==> src/common/bus_pkg.sv <==
// Write bus definitions for the enable generator
// Address and data types, register offsets and the write FSM states
package bus_pkg;

    // Bus address and write data
    typedef logic [31:0] bus_addr_t;
    typedef logic [31:0] bus_data_t;

    // Register offsets from the block base address
    localparam bus_addr_t REG_RUN       = 32'h0000_0000;
    localparam bus_addr_t REG_PERIOD    = 32'h0000_0004;
    localparam bus_addr_t REG_THRESHOLD = 32'h0000_0008;

    // Write FSM states
    // Idle waits for a strobe, apply commits the latched write
    typedef enum logic {
        BUS_IDLE,
        BUS_APPLY
    } bus_state_t;

endpackage

==> src/common/timebase_pkg.sv <==
// Timebase definitions for the enable generator
// Enable level type, default count width and the bypass period limit
package timebase_pkg;

    // Single bit enable and timebase level
    typedef logic enable_t;

    // Default width of the period counter and its registers
    localparam int unsigned DEFAULT_COUNTER_WIDTH = 32;

    // Periods at or below this pass the external timebase through
    localparam int unsigned BYPASS_PERIOD_MAX = 1;

endpackage

==> src/hdl/bus_register_file.sv <==
// Bus register file
// Takes writes on the simple write bus and holds the run bit,
// the period and the threshold of the enable generator
module bus_register_file
    import bus_pkg::*;
    import timebase_pkg::*;
#(
    parameter bus_addr_t   BASE_ADDRESS  = '0,
    parameter int unsigned COUNTER_WIDTH = DEFAULT_COUNTER_WIDTH
) (
    input  logic                     clock,
    input  logic                     reset,
    input  logic                     write_strobe,
    input  bus_addr_t                address,
    input  bus_data_t                write_data,
    output logic                     ready,
    output enable_t                  run,
    output logic [COUNTER_WIDTH-1:0] period,
    output logic [COUNTER_WIDTH-1:0] threshold
);

    bus_state_t state;
    bus_addr_t  latched_offset;
    bus_data_t  latched_data;
    logic       write_accept;

    // Strobes only count while idle and ready
    assign write_accept = write_strobe && ready && (state == BUS_IDLE);

    // Shadow copy of the accepted write
    always_ff @(posedge clock) begin
        if (write_accept) begin
            latched_offset <= address - BASE_ADDRESS;
            latched_data   <= write_data;
        end
    end

    // Write FSM
    // Ready stays low through apply and the first idle cycle after it
    always_ff @(posedge clock) begin
        if (!reset) begin
            state     <= BUS_IDLE;
            ready     <= 1'b1;
            run       <= 1'b0;
            period    <= '0;
            threshold <= '0;
        end else begin
            case (state)
                BUS_IDLE: begin
                    if (write_accept) begin
                        state <= BUS_APPLY;
                        ready <= 1'b0;
                    end else begin
                        ready <= 1'b1;
                    end
                end
                BUS_APPLY: begin
                    case (latched_offset)
                        REG_RUN: begin
                            run <= latched_data[0];
                        end
                        REG_PERIOD: begin
                            period <= COUNTER_WIDTH'(latched_data);
                        end
                        REG_THRESHOLD: begin
                            threshold <= COUNTER_WIDTH'(latched_data);
                        end
                        default: begin
                            // Writes to unmapped offsets are dropped
                        end
                    endcase
                    state <= BUS_IDLE;
                end
            endcase
        end
    end

endmodule

==> src/timebase/period_counter.sv <==
// Period counter
// Counts from zero to period minus one and wraps while enabled,
// and is held at zero whenever it is disabled
module period_counter
    import timebase_pkg::*;
#(
    parameter int unsigned COUNTER_WIDTH = DEFAULT_COUNTER_WIDTH
) (
    input  logic                     clock,
    input  logic                     reset,
    input  enable_t                  counter_enable,
    input  logic [COUNTER_WIDTH-1:0] period,
    output logic [COUNTER_WIDTH-1:0] count
);

    // One extra bit so the increment never overflows
    logic [COUNTER_WIDTH:0] count_next;
    logic                   wrap;

    assign count_next = {1'b0, count} + (COUNTER_WIDTH + 1)'(1);

    // Also catches a period that was lowered below the current count
    assign wrap = (count_next >= {1'b0, period});

    always_ff @(posedge clock) begin
        if (!reset) begin
            count <= '0;
        end else if (!counter_enable) begin
            // Stopped, so every run starts at the same phase
            count <= '0;
        end else if (wrap) begin
            count <= '0;
        end else begin
            count <= count_next[COUNTER_WIDTH-1:0];
        end
    end

endmodule

==> src/timebase/enable_pulse_shaper.sv <==
// Enable pulse shaper
// One cycle pulse on the rising edge of the registered threshold match,
// or the registered external timebase for periods of 0 and 1
module enable_pulse_shaper
    import timebase_pkg::*;
#(
    parameter int unsigned COUNTER_WIDTH = DEFAULT_COUNTER_WIDTH
) (
    input  logic                     clock,
    input  logic                     reset,
    input  logic [COUNTER_WIDTH-1:0] count,
    input  logic [COUNTER_WIDTH-1:0] period,
    input  logic [COUNTER_WIDTH-1:0] threshold,
    input  enable_t                  ext_timebase,
    output enable_t                  enable_out
);

    enable_t match;
    enable_t match_prev;
    enable_t match_rise;
    logic    bypass;

    assign match_rise = match && !match_prev;
    assign bypass     = (period <= BYPASS_PERIOD_MAX);

    always_ff @(posedge clock) begin
        if (!reset) begin
            match      <= 1'b0;
            match_prev <= 1'b0;
            enable_out <= 1'b0;
        end else begin
            match      <= (count == threshold);
            match_prev <= match;
            // Short periods take the external timebase instead
            if (bypass) begin
                enable_out <= ext_timebase;
            end else begin
                enable_out <= match_rise;
            end
        end
    end

endmodule

==> src/hdl/enable_generator.sv <==
// Programmable enable generator
// Bus register file, period counter and pulse shaper; the counter
// runs from the run bit or the gen_enable_in pin
module enable_generator
    import bus_pkg::*;
    import timebase_pkg::*;
#(
    parameter bus_addr_t   BASE_ADDRESS  = '0,
    parameter int unsigned COUNTER_WIDTH = DEFAULT_COUNTER_WIDTH
) (
    input  logic      clock,
    input  logic      reset,
    input  logic      write_strobe,
    input  bus_addr_t address,
    input  bus_data_t write_data,
    output logic      ready,
    input  enable_t   gen_enable_in,
    input  enable_t   ext_timebase,
    output enable_t   enable_out
);

    enable_t                  run;
    enable_t                  counter_enable;
    logic [COUNTER_WIDTH-1:0] period;
    logic [COUNTER_WIDTH-1:0] threshold;
    logic [COUNTER_WIDTH-1:0] count;

    // Either run source starts the counter
    assign counter_enable = run || gen_enable_in;

    bus_register_file #(
        .BASE_ADDRESS  (BASE_ADDRESS),
        .COUNTER_WIDTH (COUNTER_WIDTH)
    ) i_bus_register_file (
        .clock        (clock),
        .reset        (reset),
        .write_strobe (write_strobe),
        .address      (address),
        .write_data   (write_data),
        .ready        (ready),
        .run          (run),
        .period       (period),
        .threshold    (threshold)
    );

    period_counter #(
        .COUNTER_WIDTH (COUNTER_WIDTH)
    ) i_period_counter (
        .clock          (clock),
        .reset          (reset),
        .counter_enable (counter_enable),
        .period         (period),
        .count          (count)
    );

    enable_pulse_shaper #(
        .COUNTER_WIDTH (COUNTER_WIDTH)
    ) i_enable_pulse_shaper (
        .clock        (clock),
        .reset        (reset),
        .count        (count),
        .period       (period),
        .threshold    (threshold),
        .ext_timebase (ext_timebase),
        .enable_out   (enable_out)
    );

endmodule

==> config.mk <==
export PLATFORM = sky130hd
export DESIGN_NAME = enable_generator
export DESIGN_NICKNAME = d
export VERILOG_FILES = /design/src/common/bus_pkg.sv /design/src/common/timebase_pkg.sv /design/src/hdl/bus_register_file.sv /design/src/timebase/period_counter.sv /design/src/timebase/enable_pulse_shaper.sv /design/src/hdl/enable_generator.sv
export SDC_FILE = /design/constraint.sdc
export NUM_CORES = 1
export LEC_CHECK = 0
export ABC_AREA = 1
export BUFFER_PORTS_ARGS = -buffer_cell sky130_fd_sc_hd__buf_2
export CORE_AREA = 2 2 154 194
export DETAILED_ROUTE_END_ITERATION = 12
export DIE_AREA = 0 0 156 196
export HOLD_SLACK_MARGIN = 0.05
export SLEW_MARGIN = 25
export SYNTH_ARGS = -nofsm -noshare
export SYNTH_HDL_FRONTEND = slang
export SYNTH_HIERARCHICAL = 1
export SYNTH_SLANG_ARGS = --single-unit
==> constraint.sdc <==
create_clock -name clock -period 7.3 [get_ports clock]
set_input_delay 0.365 -clock clock [delete_from_list [all_inputs] [get_ports clock]]
set_output_delay 0.365 -clock clock [all_outputs]
set_load 0.1 [all_outputs]
==> summary.md <==
| Metric | Value |
|---|---|
| # hold bufs at CTS | 0 |
| Fraction of the cycle the final worst path needs | 0.4972 |
| Post-CTS Repair Setup Buffers | 0 |
| Global-route usage over all layers | 0.1346 |
| Run status | complete, no violations |
| Maximum clock skew at final layout | 0.01053 ns |
| Post-layout instance count excluding filler cells | 1,559 |
| Library cell used as clock root buffer | sky130_fd_sc_hd__clkbuf_16 |
| CTS tree | done |
| Flops & latches, synth | 166 |
| Asr flop ratio synth | 0 |
| Sequential cell area fraction in the yosys report | 0.4647 |
| Global-route wire length before repair | 31,750 um |
| Number of top-level design ports | 71 |
| Max Slew Vio Count | 0 |
| Headroom to the max-slew limit | 0.4876 |
| Critical setup path kind | reg -> reg |
| First-pass DRT Iterations | 5 |
| Utilization of the core after routing | 0.3381 |
| Core area | 28,820 sq um |
| CTS resizes | 0 |
| Worst-Skew Late Latency | 0.43 ns |
| Layout Nets | 1,288 |
| DR vias | 6,561 |
| Setup TNS | 0 ns |
| Total cell area at the placement stage | 9153 sq um |
| Most used cells in the layout excluding fill and tap cells | 251 x sky130_fd_sc_hd__nand2_1, 231 x sky130_fd_sc_hd__nor2_1, 207 x sky130_fd_sc_hd__inv_1 |
| Mean number of vias per cell | 4.208 |
| Die outline height | 196 um |
| Total routed wirelength | 19,410 um |
| Floorplan row count | 70 |
| Most common cell after layout, fill and taps aside | sky130_fd_sc_hd__nand2_1 |
| Synthesized netlist net count | 1,221 |
| Endpoint type of the worst setup path | register |
| Number of endpoints failing setup at the final stage | 0 |
| Final HPWL from detailed placement | 14,730 um |
| Number of max-cap violations | 0 |
| Maximum fanout encountered on the critical timing path | 32 |
| Top FF cell, synth | sky130_fd_sc_hd__dfxtp_1 |
| Kind of start point of the critical path | register |
| Required time worst endpoint | 7.60 ns |
| Clock H-tree levels | 4 |
| Number of antenna-violating nets in the routed design | 0 |
| Number of distinct library cells after synthesis | 40 |
| Minimum period implied by the final worst setup slack | 3.630 ns |
| DRC violations left | 0 |
| Cell area power density | 201.9 nW/um^2 |
| Placer's final routability congestion estimate | 0.9097 |
| Full die area | 30,580 sq um |
| Static leakage | 4.495 nW |
| DR iter-0 viols | 319 |
| Antenna violations before repair | 0 |
| Number of placed instances with taps included | 1,527 |
| Number of I/O port buffers | 70 |
| FF-to-FF setup slack | 3.67 ns |
| Final hold vios | 0 |
| Worst slack after detailed placement | 3.667 ns |
| Total power of the final layout | 1.967 mW |
| Clock tree buffer depth | 2 |
| IR drop worst, VDD | 0.2236 mV |
| Number of sinks driven by the clock tree | 166 |
| Type of the most critical hold path | in -> reg |
| Total CTS buffers | 17 |
| Synth Warn # | 6 |
| Top achievable clock speed | 275.5 MHz |
| Fraction of layout cells with a size suffix above 1 | 0.1418 |
| Initial standard-cell utilization of the core | 0.2960 |
| Vias in the first global route | 6,312 |
| Number of flops mapped to enable cells by yosys | 64 |
| Syn Inst Count | 1,119 |
| Average instance area after synthesis | 7.622 sq um |
| Die width | 156 um |
| Sum of overflow across all layers after global routing | 0 |
| Antenna diode count | 0 |
| Arrival time at the worst endpoint | 3.93 ns |
| Count of filler cells inserted in the layout | 3,046 |
| Summed instance area of the synthesized netlist | 8529 sq um |
| Final Hold Slack | 0.1022 ns |
| Finished layout cell area | 9743 sq um |
| Clock transition at the registers of the reported paths | 0.07 ns |
| Worst-Margin Slew | 0.7668 ns |
| Worst Slack Setup Final | 3.670 ns |
| RSZ-0062 raised after global routing | false |
| Largest net degree at the start of global routing | 71 |
| Signed area change from the synthesized netlist to the final layout | 14.23% |
| Routed length per instance | 12.45 um |
==> cell usage after synthesis (7+ instances only) <==
| master | n | area (sq um) |
|---|---|---|
| sky130_fd_sc_hd__nor2_1 | 232 | 870.8 |
| sky130_fd_sc_hd__ha_1 | 33 | 412.9 |
| sky130_fd_sc_hd__edfxtp_1 | 64 | 1922 |
| sky130_fd_sc_hd__xor2_1 | 20 | 175.2 |
| sky130_fd_sc_hd__nor2_4 | 11 | 123.9 |
| sky130_fd_sc_hd__inv_1 | 208 | 780.8 |
| sky130_fd_sc_hd__nand2_1 | 251 | 942.2 |
| sky130_fd_sc_hd__nand4_1 | 9 | 56.30 |
| sky130_fd_sc_hd__nand3_1 | 50 | 250.2 |
| sky130_fd_sc_hd__dfxtp_1 | 102 | 2042 |
| sky130_fd_sc_hd__clkbuf_1 | 7 | 26.28 |
| sky130_fd_sc_hd__xnor2_1 | 11 | 96.34 |
| sky130_fd_sc_hd__nor2_2 | 33 | 206.5 |
| sky130_fd_sc_hd__nor3_1 | 10 | 50.05 |
| sky130_fd_sc_hd__a21oi_1 | 12 | 60.06 |
==> cells by family after synthesis <==
group	synth area share
flip-flops	0.4647
adder cells (fa/ha/maj)	0.04841
AO/OA/AOI/OAI	0.01980
buffers and inverters	0.1179
AND/OR/NAND/NOR	0.3173
XOR/XNOR	0.03183
==> flip-flops by register name (all words and copies together) (netlist names) <==
name                                count
i_bus_register_file/latched_data       32
i_bus_register_file/ready               1
i_enable_pulse_shaper/match_prev        1
i_bus_register_file/period             32
i_enable_pulse_shaper/match             1
i_bus_register_file/run                 1
i_period_counter/count                 32
i_bus_register_file/latched_offset     32
i_bus_register_file/state               1
i_bus_register_file/threshold          32
i_enable_pulse_shaper/enable_out        1
==> critical path: stages, from the launching register on <==
cell	delay, ns
sky130_fd_sc_hd__dfxtp_1	0.43
sky130_fd_sc_hd__ha_1	0.22
sky130_fd_sc_hd__nand2_2	0.09
sky130_fd_sc_hd__nor2_4	0.12
sky130_fd_sc_hd__nand3_4	0.11
sky130_fd_sc_hd__nor2_1	0.13
sky130_fd_sc_hd__nand3_1	0.16
sky130_fd_sc_hd__nor2_1	0.25
sky130_fd_sc_hd__nand2_1	0.10
sky130_fd_sc_hd__xor2_1	0.23
sky130_fd_sc_hd__inv_1	0.09
sky130_fd_sc_hd__ha_1	0.30
sky130_fd_sc_hd__nand2_1	0.07
sky130_fd_sc_hd__nor2_1	0.14
sky130_fd_sc_hd__nand4_1	0.10
sky130_fd_sc_hd__nor2_1	0.09
sky130_fd_sc_hd__nand3_1	0.07
sky130_fd_sc_hd__a21boi_0	0.16
sky130_fd_sc_hd__nor3_1	0.10
sky130_fd_sc_hd__nand2_4	0.46
sky130_fd_sc_hd__nor2_1	0.07
==> path summary, 6_finish.rpt <==
check | from | end | cells after the start
worst max-delay path | i_period_counter/count[0] | i_period_counter/count[8] | 20
worst min-delay path | write_data[5] | i_bus_register_file/latched_data[5] | 1
worst max register to register | i_period_counter/count[0] | i_period_counter/count[8] | 20
worst min register to register | i_enable_pulse_shaper/match | i_enable_pulse_shaper/match_prev | 2
==> report_power, final <==
group / switching, mW / total, mW / leakage [nW] / internal, mW
clock network: 0.365 / 0.901 / 0.282 / 0.536
registers: 0.0107 / 1.00 / 1.43 / 0.993
logic: 0.0408 / 0.0624 / 2.78 / 0.0216
total: 0.416 / 1.97 / 4.50 / 1.55
==> cell type report <==
class / count / area (sq um) / share of cell area
clock buffer: 19 / 432.9 / 0.04443
multi-input combinational: 714 / 3562 / 0.3656
clock inverter: 13 / 157.7 / 0.01618
timing repair buffer: 73 / 372.9 / 0.03827
inverter: 214 / 803.3 / 0.08245
tap: 360 / 450.4 / 0.04623
sequential: 166 / 3964 / 0.4068
==> layer usage <==
layer,track usage,wire length (um),vias up
met5,0,0,-
met2,0.2339,9722,112
met4,0.06014,438,0
li1,-,-,3512
met3,0.02607,569,25
met1,0.1605,8680,2912
Note: power is estimated with default switching activity, not from simulation.
